**config.mk**
```make
export PLATFORM = sky130hd
export DESIGN_NAME = snn_spike_readout
export DESIGN_NICKNAME = d
export VERILOG_FILES = /design/src/verilog/snn_pkg.sv /design/src/verilog/snn_spike_readout.sv /design/src/verilog/host_readout.sv /design/src/verilog/spike_rate_counter.sv /design/src/verilog/spike_collector.sv /design/src/verilog/lif_row_engine.sv
export SDC_FILE = /design/constraint.sdc
export NUM_CORES = 2
export LEC_CHECK = 0
export ABC_CLOCK_PERIOD_IN_PS = 11600
export BUFFER_PORTS_ARGS = -buffer_cell sky130_fd_sc_hd__buf_2
export CAP_MARGIN = 20
export CORE_MARGIN = 2
export CORE_UTILIZATION = 64
export DETAILED_ROUTE_END_ITERATION = 8
export MAX_ROUTING_LAYER = met4
export PLACE_DENSITY_LB_ADDON = 0.12
export SYNTH_ARGS = -nofsm -noshare
export SYNTH_HDL_FRONTEND = slang
export SYNTH_SLANG_ARGS = --single-unit
```
**constraint.sdc**
```tcl
create_clock -name clk -period 11.6 [get_ports clk]
set_clock_uncertainty 0.2 [all_clocks]
set_input_delay 2.32 -clock clk [delete_from_list [all_inputs] [get_ports clk]]
set_output_delay 2.32 -clock clk [all_outputs]
set_load 0.005 [all_outputs]
```
**src/verilog/snn_pkg.sv**
```systemverilog
// Shared sizes, LIF constants, beat structs and host read source
// encoding for the SNN spike readout tile
`default_nettype none

package snn_pkg;

    // ====================
    // Array sizes
    // ====================
    localparam int ROWS          = 8;      // Rows per layer
    localparam int ROW_W         = 3;
    localparam int PE_COUNT      = 16;     // Spike vector width
    localparam int PE_W          = 4;
    localparam int MAX_TIMESTEPS = 16;     // Buffer depth in timesteps
    localparam int TS_W          = 4;
    localparam int BUF_DEPTH     = MAX_TIMESTEPS * ROWS;  // 128 words
    localparam int ADDR_W        = 7;      // Host address, timestep * ROWS + row

    // ====================
    // LIF neuron constants
    // ====================
    localparam int CUR_W         = 6;      // Unsigned synaptic current
    localparam int VMEM_W        = 8;      // Unsigned membrane potential
    localparam int V_THRESH      = 40;     // Fire at or above this
    localparam int LEAK_SHIFT    = 3;      // Leak of v/8 per beat

    // Counter widths, both saturate
    localparam int RATE_W        = 8;      // Per-PE spike count, max 255
    localparam int CNT_W         = 8;      // Nonzero beat count

    // ====================
    // Beat types
    // ====================
    typedef struct packed {
        logic                           valid;
        logic [ROW_W-1:0]               row;
        logic [TS_W-1:0]                timestep;
        logic [PE_COUNT-1:0][CUR_W-1:0] current;   // One current per PE
    } syn_beat_t;

    typedef struct packed {
        logic                valid;
        logic [ROW_W-1:0]    row;
        logic [TS_W-1:0]     timestep;
        logic [PE_COUNT-1:0] spikes;               // Bit per PE
    } spike_beat_t;

    // Host read source
    typedef enum logic {
        RD_SPIKES = 1'b0,   // Spike buffer word
        RD_RATES  = 1'b1    // Per-PE rate counter
    } rd_src_e;

endpackage

`default_nettype wire
```
**src/verilog/snn_spike_readout.sv**
```systemverilog
// SNN spike readout tile: LIF row engine feeding a spike collector and
// a rate counter, both read through one host port
`timescale 1ns/1ns
`default_nettype none

module snn_spike_readout
    import snn_pkg::*;
(
    input  logic                clk,
    input  logic                rst_n,
    input  logic                collect_enable,  // Level, gates both consumers
    input  logic                clear_run,       // One-cycle clear pulse
    input  syn_beat_t           syn_in,
    input  logic                host_rd_en,
    input  rd_src_e             host_rd_src,
    input  logic [ADDR_W-1:0]   host_rd_addr,    // Low PE_W bits for rates
    output logic [PE_COUNT-1:0] host_rd_data,
    output logic                host_rd_valid,
    output logic [CNT_W-1:0]    spike_count
);

    // ====================
    // Internal nets
    // ====================
    spike_beat_t         spike_beat;     // Fans out to both consumers
    logic                coll_rd_en;
    logic                rate_rd_en;
    logic [PE_COUNT-1:0] coll_rd_data;
    logic [RATE_W-1:0]   rate_rd_data;

    lif_row_engine u_lif (
        .clk        (clk),
        .rst_n      (rst_n),
        .clear_run  (clear_run),
        .syn_in     (syn_in),
        .spike_beat (spike_beat)
    );

    spike_collector u_coll (
        .clk            (clk),
        .rst_n          (rst_n),
        .clear_run      (clear_run),
        .collect_enable (collect_enable),
        .spike_beat     (spike_beat),
        .rd_en          (coll_rd_en),
        .rd_addr        (host_rd_addr),
        .rd_data        (coll_rd_data),
        .spike_count    (spike_count)
    );

    spike_rate_counter u_rate (
        .clk            (clk),
        .rst_n          (rst_n),
        .clear_run      (clear_run),
        .collect_enable (collect_enable),
        .spike_beat     (spike_beat),
        .rd_en          (rate_rd_en),
        .rd_pe          (host_rd_addr[PE_W-1:0]),
        .rd_data        (rate_rd_data)
    );

    host_readout u_host (
        .clk           (clk),
        .rst_n         (rst_n),
        .host_rd_en    (host_rd_en),
        .host_rd_src   (host_rd_src),
        .coll_rd_en    (coll_rd_en),
        .rate_rd_en    (rate_rd_en),
        .coll_rd_data  (coll_rd_data),
        .rate_rd_data  (rate_rd_data),
        .host_rd_data  (host_rd_data),
        .host_rd_valid (host_rd_valid)
    );

endmodule

`default_nettype wire

```
**src/verilog/host_readout.sv**
```systemverilog
// Host readout: decodes the read source into one consumer strobe and
// returns the chosen word two cycles after the request
`timescale 1ns/1ns
`default_nettype none

module host_readout
    import snn_pkg::*;
(
    input  logic                clk,
    input  logic                rst_n,
    input  logic                host_rd_en,     // Request strobe
    input  rd_src_e             host_rd_src,
    output logic                coll_rd_en,     // To spike collector
    output logic                rate_rd_en,     // To rate counter
    input  logic [PE_COUNT-1:0] coll_rd_data,
    input  logic [RATE_W-1:0]   rate_rd_data,
    output logic [PE_COUNT-1:0] host_rd_data,
    output logic                host_rd_valid
);

    // ====================
    // Source decode
    // ====================
    assign coll_rd_en = host_rd_en && (host_rd_src == RD_SPIKES);
    assign rate_rd_en = host_rd_en && (host_rd_src == RD_RATES);

    // Stage 1, consumers fetch while the request is tracked here
    logic    rd_pend;
    rd_src_e src_q;

    always_ff @(posedge clk) begin
        if (!rst_n) begin
            rd_pend <= 1'b0;
        end else begin
            rd_pend <= host_rd_en;
        end
    end

    always_ff @(posedge clk) begin
        if (host_rd_en) begin
            src_q <= host_rd_src;   // Which word to pick next cycle
        end
    end

    // ====================
    // Stage 2, result
    // ====================
    always_ff @(posedge clk) begin
        if (!rst_n) begin
            host_rd_valid <= 1'b0;
        end else begin
            host_rd_valid <= rd_pend;
        end
    end

    always_ff @(posedge clk) begin
        if (rd_pend) begin
            host_rd_data <= (src_q == RD_RATES) ? PE_COUNT'(rate_rd_data)
                                                : coll_rd_data;
        end
    end

endmodule

`default_nettype wire

```
**src/verilog/spike_rate_counter.sv**
```systemverilog
// Spike rate counter: one saturating spike counter per PE, with a
// registered read port
`timescale 1ns/1ns
`default_nettype none

module spike_rate_counter
    import snn_pkg::*;
(
    input  logic              clk,
    input  logic              rst_n,
    input  logic              clear_run,       // Zero all counters
    input  logic              collect_enable,  // Gates counting
    input  spike_beat_t       spike_beat,
    input  logic              rd_en,
    input  logic [PE_W-1:0]   rd_pe,           // PE to read
    output logic [RATE_W-1:0] rd_data
);

    // ====================
    // Counters
    // ====================
    logic [RATE_W-1:0] rate [PE_COUNT];

    logic count_en;

    assign count_en = spike_beat.valid && collect_enable;

    always_ff @(posedge clk) begin
        if (!rst_n || clear_run) begin
            for (int p = 0; p < PE_COUNT; p++) begin
                rate[p] <= '0;
            end
        end else if (count_en) begin
            for (int p = 0; p < PE_COUNT; p++) begin
                // Bump only spiking PEs, stop at 255
                if (spike_beat.spikes[p] && rate[p] != {RATE_W{1'b1}}) begin
                    rate[p] <= rate[p] + 1'b1;
                end
            end
        end
    end

    // ====================
    // Read port
    // ====================
    always_ff @(posedge clk) begin
        if (rd_en) begin
            rd_data <= rate[rd_pe];   // Pre-update value on a same-cycle hit
        end
    end

endmodule

`default_nettype wire

```
**src/verilog/spike_collector.sv**
```systemverilog
// Spike collector: stores spike vectors by timestep and row, counts
// beats with at least one spike, and serves registered buffer reads
`timescale 1ns/1ns
`default_nettype none

module spike_collector
    import snn_pkg::*;
(
    input  logic                clk,
    input  logic                rst_n,
    input  logic                clear_run,       // Zero buffer and count
    input  logic                collect_enable,  // Gates storing and counting
    input  spike_beat_t         spike_beat,
    input  logic                rd_en,
    input  logic [ADDR_W-1:0]   rd_addr,
    output logic [PE_COUNT-1:0] rd_data,
    output logic [CNT_W-1:0]    spike_count      // Nonzero vectors stored
);

    // ====================
    // Buffer
    // ====================
    logic [PE_COUNT-1:0] spike_buf [BUF_DEPTH];

    logic [ADDR_W-1:0] wr_addr;
    logic              wr_en;
    logic              any_spike;

    // Entry = timestep * ROWS + row
    assign wr_addr   = ADDR_W'(spike_beat.timestep) * ADDR_W'(ROWS)
                     + ADDR_W'(spike_beat.row);
    assign wr_en     = spike_beat.valid && collect_enable;
    assign any_spike = |spike_beat.spikes;

    // Later writes to the same entry overwrite it
    always_ff @(posedge clk) begin
        if (!rst_n || clear_run) begin
            for (int i = 0; i < BUF_DEPTH; i++) begin
                spike_buf[i] <= '0;
            end
        end else if (wr_en) begin
            spike_buf[wr_addr] <= spike_beat.spikes;
        end
    end

    // ====================
    // Nonzero beat count
    // ====================
    always_ff @(posedge clk) begin
        if (!rst_n || clear_run) begin
            spike_count <= '0;
        end else if (wr_en && any_spike) begin
            if (spike_count != {CNT_W{1'b1}}) begin   // Hold at max
                spike_count <= spike_count + 1'b1;
            end
        end
    end

    // ====================
    // Read port
    // ====================
    // Same-cycle write is not seen, reads one cycle later are
    always_ff @(posedge clk) begin
        if (rd_en) begin
            rd_data <= spike_buf[rd_addr];
        end
    end

endmodule

`default_nettype wire

```
**src/verilog/lif_row_engine.sv**
```systemverilog
// LIF row engine: leaks and integrates one row of membranes per input
// beat and emits the registered spike vector one cycle later
`timescale 1ns/1ns
`default_nettype none

module lif_row_engine
    import snn_pkg::*;
(
    input  logic        clk,
    input  logic        rst_n,
    input  logic        clear_run,     // Zero all membranes
    input  syn_beat_t   syn_in,
    output spike_beat_t spike_beat
);

    // ====================
    // Membrane state
    // ====================
    logic [VMEM_W-1:0] vmem [ROWS][PE_COUNT];

    // Per-PE datapath for the addressed row
    logic [VMEM_W-1:0] old_v  [PE_COUNT];
    logic [VMEM_W-1:0] leak_v [PE_COUNT];  // After leak
    logic [VMEM_W:0]   sum_v  [PE_COUNT];  // One extra bit for overflow
    logic [VMEM_W-1:0] next_v [PE_COUNT];  // Saturated result
    logic [PE_COUNT-1:0] fire;

    // ====================
    // Leak, integrate, fire
    // ====================
    always_comb begin
        for (int p = 0; p < PE_COUNT; p++) begin
            old_v[p]  = vmem[syn_in.row][p];
            // v - v/8
            leak_v[p] = old_v[p] - (old_v[p] >> LEAK_SHIFT);
            sum_v[p]  = {1'b0, leak_v[p]} + (VMEM_W + 1)'(syn_in.current[p]);
            // Clamp at the top of the range
            next_v[p] = sum_v[p][VMEM_W] ? {VMEM_W{1'b1}} : sum_v[p][VMEM_W-1:0];
            fire[p]   = next_v[p] >= VMEM_W'(V_THRESH);
        end
    end

    // Membrane write back; fired PEs restart from zero
    always_ff @(posedge clk) begin
        if (!rst_n || clear_run) begin
            for (int r = 0; r < ROWS; r++) begin
                for (int p = 0; p < PE_COUNT; p++) begin
                    vmem[r][p] <= '0;
                end
            end
        end else if (syn_in.valid) begin
            for (int p = 0; p < PE_COUNT; p++) begin
                vmem[syn_in.row][p] <= fire[p] ? '0 : next_v[p];
            end
        end
    end

    // ====================
    // Output beat
    // ====================
    // A beat arriving with clear_run is dropped, the clear wins
    always_ff @(posedge clk) begin
        if (!rst_n) begin
            spike_beat <= '0;
        end else begin
            spike_beat.valid    <= syn_in.valid && !clear_run;
            spike_beat.row      <= syn_in.row;
            spike_beat.timestep <= syn_in.timestep;
            spike_beat.spikes   <= fire;     // Only meaningful with valid
        end
    end

endmodule

`default_nettype wire

```
=== Yosys cells after proc, flatten, opt, wreduce, memory -nomap -nowiden ===
Memories as Yosys holds them, arrays and structs flattened. A register that Yosys moved wholly into a read port is not among the register bits.
Cells that the tools add are included.

* Add/sub/neg operators: 50
* Order comparisons: 16
* Equality and inequality tests: 17
* Mux-type cells: 127
* Bitwise gates (word level): 17
* Reductions and logical operators: 28

{| class="wikitable"
|+ Operators with widths
! kind !! number
|-
| 8-bit 2-to-1 mux || 49
|-
| 8-bit by 6-bit adder with 9-bit output || 16
|-
| 8-bit by 1-bit adder with 8-bit output (second input constant) || 17
|-
| 8-bit != test (second input constant) || 17
|-
| 8-bit by 6-bit greater-or-equal comparator with 1-bit output (second input constant) || 16
|-
| 128-bit 2-to-1 mux || 1
|-
| 128-bit OR reduction || 1
|-
| 8-bit by 5-bit subtractor with 8-bit output || 16
|-
| 1-bit 2-to-1 mux || 74
|-
| 16-bit OR reduction || 2
|-
| 1-bit logical AND || 21
|-
| 16-bit 2-to-1 mux || 1
|-
| 1-bit OR || 16
|-
| 7-bit by 3-bit adder with 7-bit output || 1
|-
| 7-bit 2-to-1 mux || 1
|-
| 3-bit 2-to-1 mux || 1
|-
| 1-bit logical NOT || 2
|-
| 2-bit AND reduction || 1
|-
| 1-bit logical OR || 1
|-
| 1-bit inverter || 1
|}

* Register bits: 51
* Memory bits (writable): 3,200
* Output and inout bits: 25
* Word-level logic and storage cells: 268
* Memories kept: 3

{| class="wikitable"
|+ Memories
! memory !! words !! bits a word !! rd ports !! clocked after memory_dff !! wr ports !! line !! text
|-
| u_coll.spike_buf || 128 || 16 || 1 || 1 || 128 || spike_collector.sv:23 || <nowiki>logic [PE_COUNT-1:0] spike_buf [BUF_DEPTH];</nowiki>
|-
| u_lif.vmem || 8 || 128 || 1 || 0 || 8 || lif_row_engine.sv:19 || <nowiki>logic [VMEM_W-1:0] vmem [ROWS][PE_COUNT];</nowiki>
|-
| u_rate.rate || 16 || 8 || 17 || 1 || 16 || spike_rate_counter.sv:22 || <nowiki>logic [RATE_W-1:0] rate [PE_COUNT];</nowiki>
|}

=== Logic depth before layout (Yosys ltp) ===
An unclocked memory read counts as a cell.

* Word-level depth: 8
* Gate-level depth with buffers: 33
* Gate-level depth less buffers: 21

=== Hierarchy ===
A second synthesis with hierarchy kept.

* Cell total of the unflattened synthesis: 10,666
* Area, all modules: 155,226.4 um^2

{| class="wikitable"
|+ Modules (own cells, without submodules)
! module !! times used !! cells each !! area an instance (um^2)
|-
| spike_collector || 1 || 5,704 || 94,011.4
|-
| lif_row_engine || 1 || 4,246 || 52,638.0
|-
| spike_rate_counter || 1 || 675 || 7,807.5
|-
| host_readout || 1 || 41 || 769.5
|}

=== Worst setup path before layout ===
OpenSTA, ideal clock, no wires.

* Kind: input to register
* Start: input syn_in[102] (netlist name)
* End: memory u_lif.vmem[4][42] (netlist name) (data pin)
* Arrival time: 8.433 ns
* Required time: 11.239 ns
* Path slack: 2.806 ns
* Stages: 29
* Cell sequence: buf_2 buf_4 buf_6 buf_2 buf_2 buf_2 buf_2 buf_2 buf_1 mux2_2 a221oi_1 nor2_1 a221oi_1 ha_1 inv_1 fa_1 a21o_1 a21oi_1 xnor2_1 ha_1 or3_1 o211a_1 and3b_1 a211oi_1 xor2_1 a2111oi_2 clkbuf_1 clkbuf_1 nor3b_1

{| class="wikitable"
|+ RTL lines
! item !! line !! text
|-
| start, declared || snn_spike_readout.sv:13 || <nowiki>input syn_beat_t syn_in,</nowiki>
|-
| end, declared || lif_row_engine.sv:19 ||
|}

==> flow_metrics.tcl <==
set metrics [dict create \
    status "completed" \
    cts_tree "yes" \
    die_x_microns 492.7 \
    core_region_area_sq_um 237600 \
    syn_to_final_growth_pct 10.47 \
    synthFlopType "edfxtp_1" \
    use_met3_pct 5.860 \
    die_area_sq_um 242700 \
    antenna_found_initial 18 \
    post_drt_wl_per_cell_microns 29.44 \
    clk_pin_slew_worst_paths_ns 0.06 \
    ant_nets 0 \
    fin_nets 10910 \
    final_cell_mix "edfxtp_1, and2_1, nor2_1, mux4_2, clkbuf_16" \
    p_leak_nw 63.35 \
    drtPass1Iterations 8 \
    crit_fanout 66 \
    yosysSeqAreaShare_pct 64.13 \
    io_pins 142 \
    post_cts_resized 0 \
    ir_drop_uv 193.1 \
    postSynthAreaPerCell_sq_um 14.72 \
    arrival_ns 9.27 \
    p_total_mw 29.03 \
    synthesis.area_sq_um 152800 \
    drv_cap 0 \
    hold_viol_final 0 \
    rsz0062_at_grt "false" \
    grt-busiest-layer "met2" \
    grt_pass1_vias 90920 \
    start_util_pct 64.31 \
    regArea_sq_um 98060 \
    fin_setup_tns_ns 0 \
    grt_util_met2_pct 54.61 \
    grt_remaining_overflow 0 \
    cts_buffers 348 \
    final_max_slew_viol_count 0 \
    synth.distinct_cells 79 \
    critical_path_class "input pin to flop" \
    power_density_nw_per_um2 172.0 \
    ys_warn_count 0 \
    insertion_delay_ns 0.96 \
    vias 91830 \
    grt_pass1_wl_microns 601800 \
    max_slew.worst_pin.slew_ns 1.279 \
    fill_cells 15280 \
    vias_per_cell 6.566 \
    layout_min_cycle_time_ns 8.697 \
    totalWireLength_microns 411700 \
    grt_use_met1_pct 46.41 \
    grt_usage_pct 34.89 \
    synth_edf_count 3241 \
    finalSetupViolCount 0 \
    fin_util_pct 71.04 \
    cp.required_ns 12.17 \
    gp_congestion 0.9045 \
    min_path_type "flop to flop" \
    max_freq_mhz 115.0 \
    clock_path_buffers 4 \
    synthesis.instances 10380 \
    grt_max_degree 129 \
    fin_crit_sh_pct 74.97 \
    r2r_slack_ns 5.75 \
    slew-limit-headroom_pct 14.72 \
    cts_root_buffer "clkbuf_16" \
    cts_setup_buffers 0 \
    startpoint_type "input pin" \
    multiInputGateArea_sq_um 52620 \
    synthArstFlopShare_pct 0 \
    h-tree-depth 5 \
    cts.sinks 3275 \
    port_buffers 141 \
    drive_above_1_share_pct 16.46 \
    ys_seq_elements 3275 \
    drc 0 \
    crit_path_end_kind "flop" \
    layout_commonest_cell "edfxtp_1" \
    stdcell_count 13990 \
    chipHeight_microns 492.7 \
    dp_hpwl_microns 241800 \
    row_count 179 \
    hold_buffers 0 \
    dp.cells 13310 \
    drt_iter0_drc 11600 \
]
==> cell families after synthesis <==
| kind of cell | share of synthesized area (%) |
|---|---|
| muxes | 12.04 |
| xor gates and xnor gates | 1.353 |
| other | 0.002454 |
| DFF | 64.13 |
| buffers and inverters | 2.402 |
| AOI/OAI and AO/OA | 4.170 |
| and+or+nand+nor | 13.77 |
| adders and majority gates | 2.130 |
==> power by group <==
part,total (mW),switching (mW),internal (mW)
Sequential,14.0,0.439,13.6
Combinational,4.39,3.04,1.35
Clock,10.6,4.48,6.16
==> cell type report <==
cell class	instances	share of cell area [%]
sequential	3275	58.09
multi-input combinational	6406	31.17
clock buffer	449	5.481
tap	3167	2.347
timing repair buffer	408	1.809
clock inverter	158	0.8442
inverter	110	0.2453
antenna	12	0.01779
==> worst paths after layout <==
check / startpoint / endpoint / cells past startpoint
max: syn_in[101] / u_lif.vmem[4][123]$_SDFFCE_PN0P_ / 21
min: u_coll.spike_count[5]$_SDFFE_PP0P_ / u_coll.spike_count[5]$_SDFFE_PP0P_ / 2
max reg2reg: u_lif.vmem[7][101]$_SDFFCE_PN0P_ / u_lif.vmem[4][98]$_SDFFCE_PN0P_ / 20
min reg2reg: u_coll.spike_count[5]$_SDFFE_PP0P_ / u_coll.spike_count[5]$_SDFFE_PP0P_ / 2
==> worst max-delay path, cell delays in order <==
cell and delay, ns:
buf_6 0.49, nand2_1 0.47, nor2_4 0.64, buf_4 0.53, buf_4 0.52, a22o_1 0.20, a221oi_1 0.05, nand3_1 0.14
ha_1 0.17, inv_1 0.06, fa_1 0.48, xor2_1 0.19, ha_1 0.35, o21ai_0 0.12, o21ai_0 0.29, o211ai_1 0.22
a2111oi_0 0.65, nor4_1 0.17, a2111oi_4 0.59, nand2_1 0.32, nor2_1 0.18
==> synthesized netlist by cell type, types with 20 or more instances <==
cell type	count	area share [%]
edfxtp_1	3241	64
and2_1	2085	8.5
nor2_1	753	1.8
mux4_2	721	11
clkbuf_1	713	1.8
nor3_1	292	0.96
o21ai_0	231	0.76
nand2_1	223	0.55
ha_1	209	1.7
a22oi_1	186	0.91
mux2i_1	146	0.96
a21oi_1	134	0.44
and3_1	126	0.52
xor2_1	120	0.69
nand3_1	118	0.39
xnor2_1	116	0.66
a221oi_1	110	0.63
inv_1	100	0.25
buf_1	92	0.23
a21o_1	65	0.32
mux2_2	61	0.45
nor2b_1	58	0.24
a22o_1	48	0.28
nand4_1	37	0.15
buf_2	35	0.11
dfxtp_1	34	0.45
fa_1	32	0.42
or2_2	21	0.086
nand2b_1	20	0.082
==> sequential cells by signal, summed over array words and instances (netlist names), 8 cells and up <==
register	cells
u_coll.spike_buf	2048
u_rate.rd_data	8
u_coll.rd_data	16
u_lif.spike_beat	24
u_coll.spike_count	8
u_host.host_rd_data	16
u_lif.vmem	1024
u_rate.rate	128
==> metrics by stage <==
stage	setup WS [ns]	cell area, sq um	hold slack (ns)
final	2.903	168800	0.3198
after global routing	2.497	168800	0.3465
after CTS	3.166	168300	0.3263
after detailed placement	2.218	157600	0.3213
after global placement	2.465	157600	0.2787
after floorplan	2.806	153800	0.2870
==> per-layer routing <==
layer	vias up	share of wire, %
met2	5325	48
met3	959	10
met1	46570	37
met5	-	0
li1	38980	-
met4	0	4.5
Power figures use the tool's default switching activity.
